`config.mk`:
```
export PLATFORM = sky130hd
export DESIGN_NAME = henad_core
export DESIGN_NICKNAME = d
export VERILOG_FILES = /design/src/henad_pkg.sv /design/src/fetch_stage.sv /design/src/decode_stage.sv /design/src/reg_file.sv /design/src/execute_stage.sv /design/src/henad_core.sv
export SDC_FILE = /design/constraint.sdc
export NUM_CORES = 2
export LEC_CHECK = 0
export ABC_CLOCK_PERIOD_IN_PS = 6350
export BUFFER_PORTS_ARGS = -buffer_cell sky130_fd_sc_hd__buf_2
export CAP_MARGIN = 0
export CORE_MARGIN = 2
export CORE_UTILIZATION = 43
export DETAILED_ROUTE_END_ITERATION = 16
export SLEW_MARGIN = 40
export SYNTH_ARGS = -nofsm -noshare
export SYNTH_HDL_FRONTEND = slang
export SYNTH_HIERARCHICAL = 1
export SYNTH_SLANG_ARGS = --single-unit
```
`constraint.sdc`:
```
create_clock -name clk -period 6.35 [get_ports clk]
set_input_delay 1.5875 -clock clk [delete_from_list [all_inputs] [get_ports clk]]
set_output_delay 1.5875 -clock clk [all_outputs]
set_load 0.01 [all_outputs]
```
`src/henad_pkg.sv`:
```
// Shared sizes, instruction encodings and pipeline stage records of the three-stage core
// Imported by every RTL module and by the testbench
`default_nettype none

package henad_pkg;

    localparam int XLEN       = 12;
    localparam int IMEM_DEPTH = 256;
    localparam int IMEM_AW    = $clog2(IMEM_DEPTH);
    localparam int DMEM_DEPTH = 64;
    localparam int DMEM_AW    = $clog2(DMEM_DEPTH);
    localparam int NUM_REGS   = 16;
    localparam int REG_AW     = $clog2(NUM_REGS);
    localparam int NUM_FLAGS  = 4;
    localparam int IMM_W      = 6;

    // Instruction set codes, the register set is active after reset
    localparam logic ISET_R = 1'b0;
    localparam logic ISET_I = 1'b1;

    // Register set opcodes, bits 11..8
    localparam logic [3:0] OPC_ADD  = 4'h0;
    localparam logic [3:0] OPC_SUB  = 4'h1;
    localparam logic [3:0] OPC_AND  = 4'h2;
    localparam logic [3:0] OPC_OR   = 4'h3;
    localparam logic [3:0] OPC_XOR  = 4'h4;
    localparam logic [3:0] OPC_MOV  = 4'h5;
    localparam logic [3:0] OPC_LD   = 4'h6;
    localparam logic [3:0] OPC_ST   = 4'h7;
    localparam logic [3:0] OPC_BCC  = 4'h8;

    // Immediate set opcodes
    localparam logic [3:0] OPC_ADDI = 4'h0;
    localparam logic [3:0] OPC_MOVI = 4'h1;
    localparam logic [3:0] OPC_BCCI = 4'h2;

    // Set switch, same code in both sets, bit 0 picks the new set
    localparam logic [3:0] OPC_SW   = 4'hF;

    // Branch conditions, the immediate set reaches only the first four
    localparam logic [3:0] CC_ALWAYS = 4'h0;
    localparam logic [3:0] CC_Z      = 4'h1;
    localparam logic [3:0] CC_NZ     = 4'h2;
    localparam logic [3:0] CC_C      = 4'h3;
    localparam logic [3:0] CC_NC     = 4'h4;
    localparam logic [3:0] CC_N      = 4'h5;

    // Bit positions in the flag register
    localparam int FLAG_Z = 0;
    localparam int FLAG_C = 1;
    localparam int FLAG_N = 2;
    localparam int FLAG_V = 3;

    typedef struct packed {
        logic            valid;
        logic [XLEN-1:0] pc;
        logic [XLEN-1:0] instr;
    } fetch_t;

    typedef struct packed {
        logic              valid;
        logic [XLEN-1:0]   pc;
        logic [XLEN-1:0]   instr;
        logic              iset;
        logic [3:0]        opcode;
        logic [REG_AW-1:0] rd;
        logic              reg_we;
        logic [XLEN-1:0]   src_val;
        logic [XLEN-1:0]   tgt_val;
        logic [XLEN-1:0]   imm;
        logic [3:0]        cc;
    } decode_t;

    typedef struct packed {
        logic              valid;
        logic [XLEN-1:0]   pc;
        logic [XLEN-1:0]   instr;
        logic              we;
        logic [REG_AW-1:0] rd;
        logic [XLEN-1:0]   wdata;
    } retire_t;

endpackage

`default_nettype wire

```
`src/fetch_stage.sv`:
```
// Fetch stage: program counter, instruction memory and the fetch-to-decode register
// The memory is filled through the load port while the core is held in reset
`timescale 1ns/1ps
`default_nettype none

module fetch_stage (
    input  wire                          clk,
    input  wire                          rst,
    input  wire                          imem_load,
    input  wire [henad_pkg::IMEM_AW-1:0] imem_addr,
    input  wire [henad_pkg::XLEN-1:0]    imem_data,
    input  wire                          stall,
    input  wire                          redirect,
    input  wire [henad_pkg::XLEN-1:0]    redirect_pc,
    output henad_pkg::fetch_t            fd
);
    import henad_pkg::*;

    logic [XLEN-1:0] imem [IMEM_DEPTH];
    logic [XLEN-1:0] pc;
    logic            run;
    logic            fd_valid;
    logic [XLEN-1:0] fd_pc;
    logic [XLEN-1:0] fd_instr;

    // Program load, one word per cycle during reset
    always_ff @(posedge clk) begin
        if (imem_load && rst) begin
            imem[imem_addr] <= imem_data;
        end
    end

    // First edge after reset only arms the fetch, pc 0 is read on the next one
    always_ff @(posedge clk or posedge rst) begin
        if (rst) begin
            run      <= 1'b0;
            pc       <= '0;
            fd_valid <= 1'b0;
        end else begin
            run <= 1'b1;
            if (redirect) begin
                // Taken branch wins over a stall and drops the word in flight
                pc       <= redirect_pc;
                fd_valid <= 1'b0;
            end else if (!stall) begin
                fd_valid <= run;
                if (run) begin
                    pc <= pc + XLEN'(1);
                end
            end
        end
    end

    // Registered read, address wraps on the low pc bits
    always_ff @(posedge clk) begin
        if (!stall) begin
            fd_pc    <= pc;
            fd_instr <= imem[pc[IMEM_AW-1:0]];
        end
    end

    assign fd = '{valid: fd_valid, pc: fd_pc, instr: fd_instr};

endmodule

`default_nettype wire

```
`src/decode_stage.sv`:
```
// Decode stage: tracks the current instruction set, splits fields, reads the registers
// and holds the fetched word on a read-after-write hazard with the execute stage
`timescale 1ns/1ps
`default_nettype none

module decode_stage (
    input  wire                          clk,
    input  wire                          rst,
    input  wire henad_pkg::fetch_t       fd,
    input  wire                          redirect,
    output logic [henad_pkg::REG_AW-1:0] rs_addr,
    output logic [henad_pkg::REG_AW-1:0] rt_addr,
    input  wire [henad_pkg::XLEN-1:0]    rs_data,
    input  wire [henad_pkg::XLEN-1:0]    rt_data,
    output logic                         stall,
    output henad_pkg::decode_t           dx
);
    import henad_pkg::*;

    logic       iset;
    logic [3:0] opcode;
    logic [3:0] cc;
    logic       rs_used;
    logic       rt_used;
    logic       reg_we;
    logic       is_sw;
    logic       rs_hit;
    logic       rt_hit;
    logic       take;
    logic       dx_valid;
    decode_t    dx_next;
    decode_t    dx_q;

    assign opcode = fd.instr[XLEN-1 -: 4];
    assign is_sw  = (opcode == OPC_SW);

    // Field layout and register usage depend on the active set
    always_comb begin
        rs_used = 1'b0;
        rt_used = 1'b0;
        reg_we  = 1'b0;
        if (iset == ISET_R) begin
            rt_addr = fd.instr[7:4];
            rs_addr = fd.instr[3:0];
            cc      = fd.instr[7:4];
            case (opcode)
                OPC_ADD, OPC_SUB, OPC_AND, OPC_OR, OPC_XOR: begin
                    rs_used = 1'b1;
                    rt_used = 1'b1;
                    reg_we  = 1'b1;
                end
                OPC_MOV, OPC_LD: begin
                    rs_used = 1'b1;
                    reg_we  = 1'b1;
                end
                OPC_ST: begin
                    rs_used = 1'b1;
                    rt_used = 1'b1;
                end
                OPC_BCC: rs_used = 1'b1;
                default: begin
                end
            endcase
        end else begin
            // Only r0..r3 reachable, no source register
            rt_addr = REG_AW'(fd.instr[7:6]);
            rs_addr = '0;
            cc      = 4'(fd.instr[7:6]);
            case (opcode)
                OPC_ADDI: begin
                    rt_used = 1'b1;
                    reg_we  = 1'b1;
                end
                OPC_MOVI: reg_we = 1'b1;
                default: begin
                end
            endcase
        end
    end

    // Producer still in execute, its result is visible through the bypass one cycle later
    assign rs_hit = rs_used && (rs_addr == dx.rd);
    assign rt_hit = rt_used && (rt_addr == dx.rd);
    assign stall  = fd.valid && dx.valid && dx.reg_we && (rs_hit || rt_hit);
    assign take   = fd.valid && !stall && !redirect;

    always_comb begin
        dx_next.valid   = take;
        dx_next.pc      = fd.pc;
        dx_next.instr   = fd.instr;
        dx_next.iset    = iset;
        dx_next.opcode  = opcode;
        dx_next.rd      = rt_addr;
        dx_next.reg_we  = reg_we;
        dx_next.src_val = rs_data;
        dx_next.tgt_val = rt_data;
        dx_next.imm     = {{(XLEN-IMM_W){fd.instr[IMM_W-1]}}, fd.instr[IMM_W-1:0]};
        dx_next.cc      = cc;
    end

    always_ff @(posedge clk or posedge rst) begin
        if (rst) begin
            iset     <= ISET_R;
            dx_valid <= 1'b0;
        end else begin
            dx_valid <= dx_next.valid;
            // A squashed switch never reaches execute and leaves the set alone
            if (take && is_sw) begin
                iset <= fd.instr[0];
            end
        end
    end

    always_ff @(posedge clk) begin
        dx_q <= dx_next;
    end

    always_comb begin
        dx       = dx_q;
        dx.valid = dx_valid;
    end

endmodule

`default_nettype wire

```
`src/reg_file.sv`:
```
// General register file, two read ports and one write port fed by the retire record
// A read of the register being written returns the new value in the same cycle
`timescale 1ns/1ps
`default_nettype none

module reg_file (
    input  wire                          clk,
    input  wire                          rst,
    input  wire [henad_pkg::REG_AW-1:0]  rs_addr,
    input  wire [henad_pkg::REG_AW-1:0]  rt_addr,
    output logic [henad_pkg::XLEN-1:0]   rs_data,
    output logic [henad_pkg::XLEN-1:0]   rt_data,
    input  wire henad_pkg::retire_t      wb
);
    import henad_pkg::*;

    logic [XLEN-1:0] regs [NUM_REGS];
    logic            wr_en;

    assign wr_en = wb.valid && wb.we;

    always_ff @(posedge clk or posedge rst) begin
        if (rst) begin
            for (int i = 0; i < NUM_REGS; i++) begin
                regs[i] <= '0;
            end
        end else if (wr_en) begin
            regs[wb.rd] <= wb.wdata;
        end
    end

    // Write-through bypass
    assign rs_data = (wr_en && (wb.rd == rs_addr)) ? wb.wdata : regs[rs_addr];
    assign rt_data = (wr_en && (wb.rd == rt_addr)) ? wb.wdata : regs[rt_addr];

endmodule

`default_nettype wire

```
`src/execute_stage.sv`:
```
// Execute stage: ALU, flag register, branch resolution and data memory
// Every valid decode record leaves through the registered retire output
`timescale 1ns/1ps
`default_nettype none

module execute_stage (
    input  wire                        clk,
    input  wire                        rst,
    input  wire henad_pkg::decode_t    dx,
    output logic                       redirect,
    output logic [henad_pkg::XLEN-1:0] redirect_pc,
    output henad_pkg::retire_t         retire
);
    import henad_pkg::*;

    logic [XLEN-1:0]      dmem [DMEM_DEPTH];
    logic [DMEM_AW-1:0]   dmem_addr;
    logic [NUM_FLAGS-1:0] flags;
    logic [NUM_FLAGS-1:0] alu_flags;
    logic                 flag_we;
    logic [XLEN-1:0]      add_b;
    logic [XLEN:0]        sum;
    logic [XLEN:0]        diff;
    logic                 add_ovf;
    logic                 sub_ovf;
    logic [XLEN-1:0]      result;
    logic                 is_st;
    logic                 is_branch;
    logic                 cond_ok;
    logic                 retire_valid;
    retire_t              retire_next;
    retire_t              retire_q;

    assign dmem_addr = dx.src_val[DMEM_AW-1:0];

    // One adder for ADD and ADDI
    assign add_b   = (dx.iset == ISET_I) ? dx.imm : dx.src_val;
    assign sum     = {1'b0, dx.tgt_val} + {1'b0, add_b};
    assign diff    = {1'b0, dx.tgt_val} - {1'b0, dx.src_val};
    assign add_ovf = (dx.tgt_val[XLEN-1] == add_b[XLEN-1]) &&
                     (sum[XLEN-1] != dx.tgt_val[XLEN-1]);
    assign sub_ovf = (dx.tgt_val[XLEN-1] != dx.src_val[XLEN-1]) &&
                     (diff[XLEN-1] != dx.tgt_val[XLEN-1]);

    always_comb begin
        result            = '0;
        flag_we           = 1'b0;
        is_st             = 1'b0;
        is_branch         = 1'b0;
        redirect_pc       = dx.src_val;
        alu_flags[FLAG_C] = 1'b0;
        alu_flags[FLAG_V] = 1'b0;
        if (dx.iset == ISET_R) begin
            case (dx.opcode)
                OPC_ADD: begin
                    result            = sum[XLEN-1:0];
                    alu_flags[FLAG_C] = sum[XLEN];
                    alu_flags[FLAG_V] = add_ovf;
                    flag_we           = 1'b1;
                end
                OPC_SUB: begin
                    // Top bit of the difference is the borrow
                    result            = diff[XLEN-1:0];
                    alu_flags[FLAG_C] = diff[XLEN];
                    alu_flags[FLAG_V] = sub_ovf;
                    flag_we           = 1'b1;
                end
                OPC_AND: begin
                    result  = dx.tgt_val & dx.src_val;
                    flag_we = 1'b1;
                end
                OPC_OR: begin
                    result  = dx.tgt_val | dx.src_val;
                    flag_we = 1'b1;
                end
                OPC_XOR: begin
                    result  = dx.tgt_val ^ dx.src_val;
                    flag_we = 1'b1;
                end
                OPC_MOV: result = dx.src_val;
                OPC_LD:  result = dmem[dmem_addr];
                OPC_ST:  is_st = 1'b1;
                OPC_BCC: is_branch = 1'b1;
                default: begin
                end
            endcase
        end else begin
            case (dx.opcode)
                OPC_ADDI: begin
                    result            = sum[XLEN-1:0];
                    alu_flags[FLAG_C] = sum[XLEN];
                    alu_flags[FLAG_V] = add_ovf;
                    flag_we           = 1'b1;
                end
                OPC_MOVI: result = dx.imm;
                OPC_BCCI: begin
                    is_branch   = 1'b1;
                    redirect_pc = dx.pc + dx.imm;
                end
                default: begin
                end
            endcase
        end
        alu_flags[FLAG_Z] = (result == '0);
        alu_flags[FLAG_N] = result[XLEN-1];
    end

    // Conditions test the architectural flags, already updated by the previous instruction
    always_comb begin
        case (dx.cc)
            CC_ALWAYS: cond_ok = 1'b1;
            CC_Z:      cond_ok = flags[FLAG_Z];
            CC_NZ:     cond_ok = !flags[FLAG_Z];
            CC_C:      cond_ok = flags[FLAG_C];
            CC_NC:     cond_ok = !flags[FLAG_C];
            CC_N:      cond_ok = flags[FLAG_N];
            default:   cond_ok = 1'b0;
        endcase
    end

    assign redirect = dx.valid && is_branch && cond_ok;

    assign retire_next = '{valid: dx.valid, pc: dx.pc, instr: dx.instr,
                           we: dx.reg_we, rd: dx.rd, wdata: result};

    always_ff @(posedge clk or posedge rst) begin
        if (rst) begin
            flags        <= '0;
            retire_valid <= 1'b0;
        end else begin
            retire_valid <= retire_next.valid;
            if (dx.valid && flag_we) begin
                flags <= alu_flags;
            end
        end
    end

    always_ff @(posedge clk) begin
        if (dx.valid && is_st) begin
            dmem[dmem_addr] <= dx.tgt_val;
        end
        retire_q <= retire_next;
    end

    always_comb begin
        retire       = retire_q;
        retire.valid = retire_valid;
    end

endmodule

`default_nettype wire

```
`src/henad_core.sv`:
```
// Three-stage core top level, connects fetch, decode, execute and the register file
// The retire record is both the write-back path and the observation port
`timescale 1ns/1ps
`default_nettype none

module henad_core (
    input  wire                          clk,
    input  wire                          rst,
    input  wire                          imem_load,
    input  wire [henad_pkg::IMEM_AW-1:0] imem_addr,
    input  wire [henad_pkg::XLEN-1:0]    imem_data,
    output henad_pkg::retire_t           retire
);
    import henad_pkg::*;

    fetch_t            fd;
    decode_t           dx;
    logic              stall;
    logic              redirect;
    logic [XLEN-1:0]   redirect_pc;
    logic [REG_AW-1:0] rs_addr;
    logic [REG_AW-1:0] rt_addr;
    logic [XLEN-1:0]   rs_data;
    logic [XLEN-1:0]   rt_data;

    fetch_stage i_fetch_stage (
        .clk         (clk),
        .rst         (rst),
        .imem_load   (imem_load),
        .imem_addr   (imem_addr),
        .imem_data   (imem_data),
        .stall       (stall),
        .redirect    (redirect),
        .redirect_pc (redirect_pc),
        .fd          (fd)
    );

    decode_stage i_decode_stage (
        .clk      (clk),
        .rst      (rst),
        .fd       (fd),
        .redirect (redirect),
        .rs_addr  (rs_addr),
        .rt_addr  (rt_addr),
        .rs_data  (rs_data),
        .rt_data  (rt_data),
        .stall    (stall),
        .dx       (dx)
    );

    reg_file i_reg_file (
        .clk     (clk),
        .rst     (rst),
        .rs_addr (rs_addr),
        .rt_addr (rt_addr),
        .rs_data (rs_data),
        .rt_data (rt_data),
        .wb      (retire)
    );

    execute_stage i_execute_stage (
        .clk         (clk),
        .rst         (rst),
        .dx          (dx),
        .redirect    (redirect),
        .redirect_pc (redirect_pc),
        .retire      (retire)
    );

endmodule

`default_nettype wire

```
==> results.py <==
metrics = {
    "routing": {
        "vias": 86300,
        "wirelength_um": 448000,
        "wire_per_inst_um": 31.7,
        "detail-route-antenna-nets": 0,
        "avgViaCountPerCell": 6.10,
        "drc": 0,
        "drtIter0Drc": 11200,
        "drtPass1Iterations": 6,
    },
    "clock_tree": {
        "cts_tree": "yes",
        "clk-insertion-delay-late_ns": 0.98,
        "h-tree-depth": 5,
        "numCtsBuffers": 419,
        "clk_path_buf_depth": 4,
        "cts_root_buf": "clkbuf_16",
        "numClockSinks": 4171,
        "clk_pin_slew_ns": 0.06,
        "hold_buffers": 0,
        "postCtsSetupRepairBufs": 0,
        "cts_resized": 0,
    },
    "critical_path": {
        "rr_endpoint": "i_execute_stage/flags[0]",
        "worstReg2RegStart": "i_decode_stage/dx[30]",
        "worstSetupPathType": "register to register",
        "worstPathArrival_ns": 5.33,
        "r2r_slack_ns": 1.93,
        "path_cells": "buf_4 > nor3b_2 > buf_4 > a22o_1 > a221oi_1 > a31oi_2 > nor3_1 > a31oi_1 > o21ai_0 > o211a_1 > nand4b_1 > o21ai_1",
        "worstRegToRegCells": 12,
        "cp-start-kind": "register",
        "slowest_stage": "dfxtp_4",
        "cp_common_cell": "buf_4",
        "crit_fanout": 51,
        "required_ns": 7.25,
        "crit_path_end_kind": "register",
        "max_stage_delay_ns": 0.88,
    },
    "yosys": {
        "ys_seq_area_share_pct": 74.7,
        "synth-seq-cells": 4171,
        "synth.lib_cells_used.distinct": 92,
        "synthTopCellsByArea": "edfxtp_1 70%, mux4_2 10%, dfrtp_1 3.2%",
        "avgSynthCellArea_um2": 19.6,
        "async_reset_ff_share_pct": 5.08,
        "yosysWarnings": 6,
        "synth-edff-count": 3864,
        "yosysTopAreaCellShare_pct": 70.3,
        "synth_cells": 8399,
        "synth_area_leader_cell": "edfxtp_1",
        "synthFlopType": "edfxtp_1",
        "netlist_area_mm2": 0.165,
        "synth_fp_nets": 8485,
    },
    "power_and_ir_drop": {
        "power_leakage_nw": 61.7,
        "peakVddDrop_mv": 0.286,
        "total_power_mw": 77.2,
        "powerDensity_mw_per_mm2": 413,
    },
    "floorplanning": {
        "start_util_pct": 43.2,
        "die_h_um": 623,
        "ios": 65,
        "core_mm2": 0.382,
        "rows": 227,
        "dieArea_mm2": 0.389,
        "dieWidth_um": 623,
    },
    "place": {
        "placed_cells": 13400,
        "dp_hpwl_um": 275000,
        "dp_slack_ns": 1.66,
        "routabilityCongestion": 0.895,
        "portBuffers": 64,
    },
    "sta": {
        "holdWs_ns": 0.332,
        "setup_viol": 0,
        "maxSlewViolCount": 0,
        "fmax_ghz": 0.226,
        "final_hold_viol_count": 0,
        "tightest_slew_ns": 0.979,
        "fin_setup_tns_ns": 0,
        "rsz0062_at_grt": "no",
        "maxSlewHeadroom_pct": 34.1,
        "fin_crit_sh_pct": 69.7,
        "skew_ns": 0.0604,
        "finalCriticalPeriod_ns": 4.42,
        "fin_ws_ns": 1.93,
    },
    "outcome": {
        "status": "finished clean",
    },
    "hold_path": {
        "hold_path_class": "register to register",
        "hold_depth": 0,
        "worstHoldStart": "i_decode_stage/dx[69]",
        "hold_end": "i_execute_stage/retire[36]",
    },
    "cells_and_area": {
        "syn_to_final_growth_pct": 13.4,
        "final_layout_size_suffix_gt1_share_pct": 25.5,
        "final_cells": 14200,
        "final_nets": 8841,
    },
    "run": {
        "cap_violations": 0,
    },
    "grt": {
        "first_global_vias": 85200,
        "grt_max_degree": 153,
        "overflow": 0,
        "grt_pass1_wl_um": 636000,
        "grt_util_all_layers_pct": 22.6,
        "antenna_found_initial": 14,
    },
}
[cells in the final DEF, fill, tap and decap left out, types with 58 or more instances in the layout]
master and count:
nor2_2 130, a221oi_1 105, nand2_1 196, clkbuf_1 94, buf_4 359, a22o_1 58, a22oi_1 306, mux2_2 216
mux4_2 747, edfxtp_1 3864, o22ai_1 121, ha_1 60, clkinv_1 84, mux4_1 76, inv_1 61, o21ai_0 109
dfxtp_1 69, clkbuf_16 429, dfrtp_1 207, nor2_1 319, mux2i_1 288, a21oi_1 171, clkinv_2 76
[state kept, by name, indices dropped and copies added, names as in the netlist]
| register | cells |
|---|---|
| i_fetch_stage/imem | 3072 |
| i_execute_stage/dmem | 768 |
| i_reg_file/regs | 192 |
| i_decode_stage/dx | 54 |
| i_execute_stage/retire | 41 |
| i_fetch_stage/fd_instr | 12 |
| i_fetch_stage/fd_pc | 12 |
| i_fetch_stage/pc | 12 |
| i_execute_stage/flags | 3 |
| i_decode_stage/dx_valid | 1 |
| i_decode_stage/iset | 1 |
| i_execute_stage/retire_valid | 1 |
| i_fetch_stage/fd_valid | 1 |
| i_fetch_stage/run | 1 |
[critical path, delay by kind of cell (launching register included)]
kind	cells	cell delay, ns
buffers and inverters	2	0.75
DFF	1	0.88
and+or+nand+nor	3	0.82
AOI/OAI and AO/OA	7	1.86
[worst max path at each step]
stage / startpoint / end / slack (ns) / cells after the start
finish: i_decode_stage/dx[30] / i_execute_stage/flags[0] / 1.93 / 12
global route: i_decode_stage/dx[30] / i_execute_stage/flags[0] / 1.78 / 12
CTS: i_decode_stage/dx[30] / i_execute_stage/flags[0] / 1.78 / 12
detailed placement: rst / i_fetch_stage/imem[63][9] / 1.66 / 7
global placement: rst / i_fetch_stage/imem[47][11] / 1.57 / 6
floorplan: rst / i_reg_file/regs[0] / 2.29 / 1
[synthesized netlist by cell type, types with 63 or more instances]
master,count
nor2_1,461
o21ai_0,111
mux2_2,216
a22oi_1,306
inv_1,63
nand3_1,64
mux2i_1,288
dfrtp_1,212
mux4_1,76
nand2_1,203
dfxtp_1,95
o22ai_1,121
clkbuf_1,218
edfxtp_1,3864
a221oi_1,105
buf_4,84
mux4_2,747
buf_2,165
a21oi_1,173
[cell families (layout without fill, tap and decap cells)]
kind of cell | Yosys count | count (layout) | share of synthesized area (%)
flops | 4171 | 4171 | 74.7
mux | 1369 | 1369 | 15.0
xor+xnor | 45 | 45 | 0.239
other cells | 1 | 7 | 0.00227
simple gates | 1005 | 1005 | 2.82
fa+ha+maj | 63 | 63 | 0.492
buf+inv | 615 | 1322 | 1.90
compound gates | 1130 | 1130 | 4.87
[report_power, final]
part           internal, mW  leakage [nW]  switching (mW)
clock                  13.7          6.56            10.4
combinational          8.26          15.6            12.2
sequential             31.2          39.5            1.39
total                  53.2          61.7            24.1
[final cells by class]
class,instances,area (um^2)
Antenna cell,6,15.0
Clock buffer,544,11400
Clock inverter,228,2070
Fill cell,30600,195000
Inverter,68,259
Multi-Input combinational cell,3613,39300
Sequential cell,4171,123000
Tap cell,5038,6300
Timing Repair Buffer,482,4440
[per-layer routing]
metal	vias to the layer above	track usage, %	share of wire (%)
met1	45900	31.6	40
met5	-	0	0.0062
met3	793	3.81	8.3
met2	4107	36.2	48
met4	4	7.62	3.7
li1	35500	-	-
[per-stage QoR]
| stage | area, um^2 | util, % |
|---|---|---|
| final | 187000 | 49.0 |
| after global placement | 172000 | 45.1 |
| after detailed placement | 173000 | 45.4 |
| after global routing | 187000 | 49.0 |
| after floorplan | 165000 | - |
| after CTS | 187000 | 48.9 |
No activity file was read; power rests on OpenSTA's default activity.
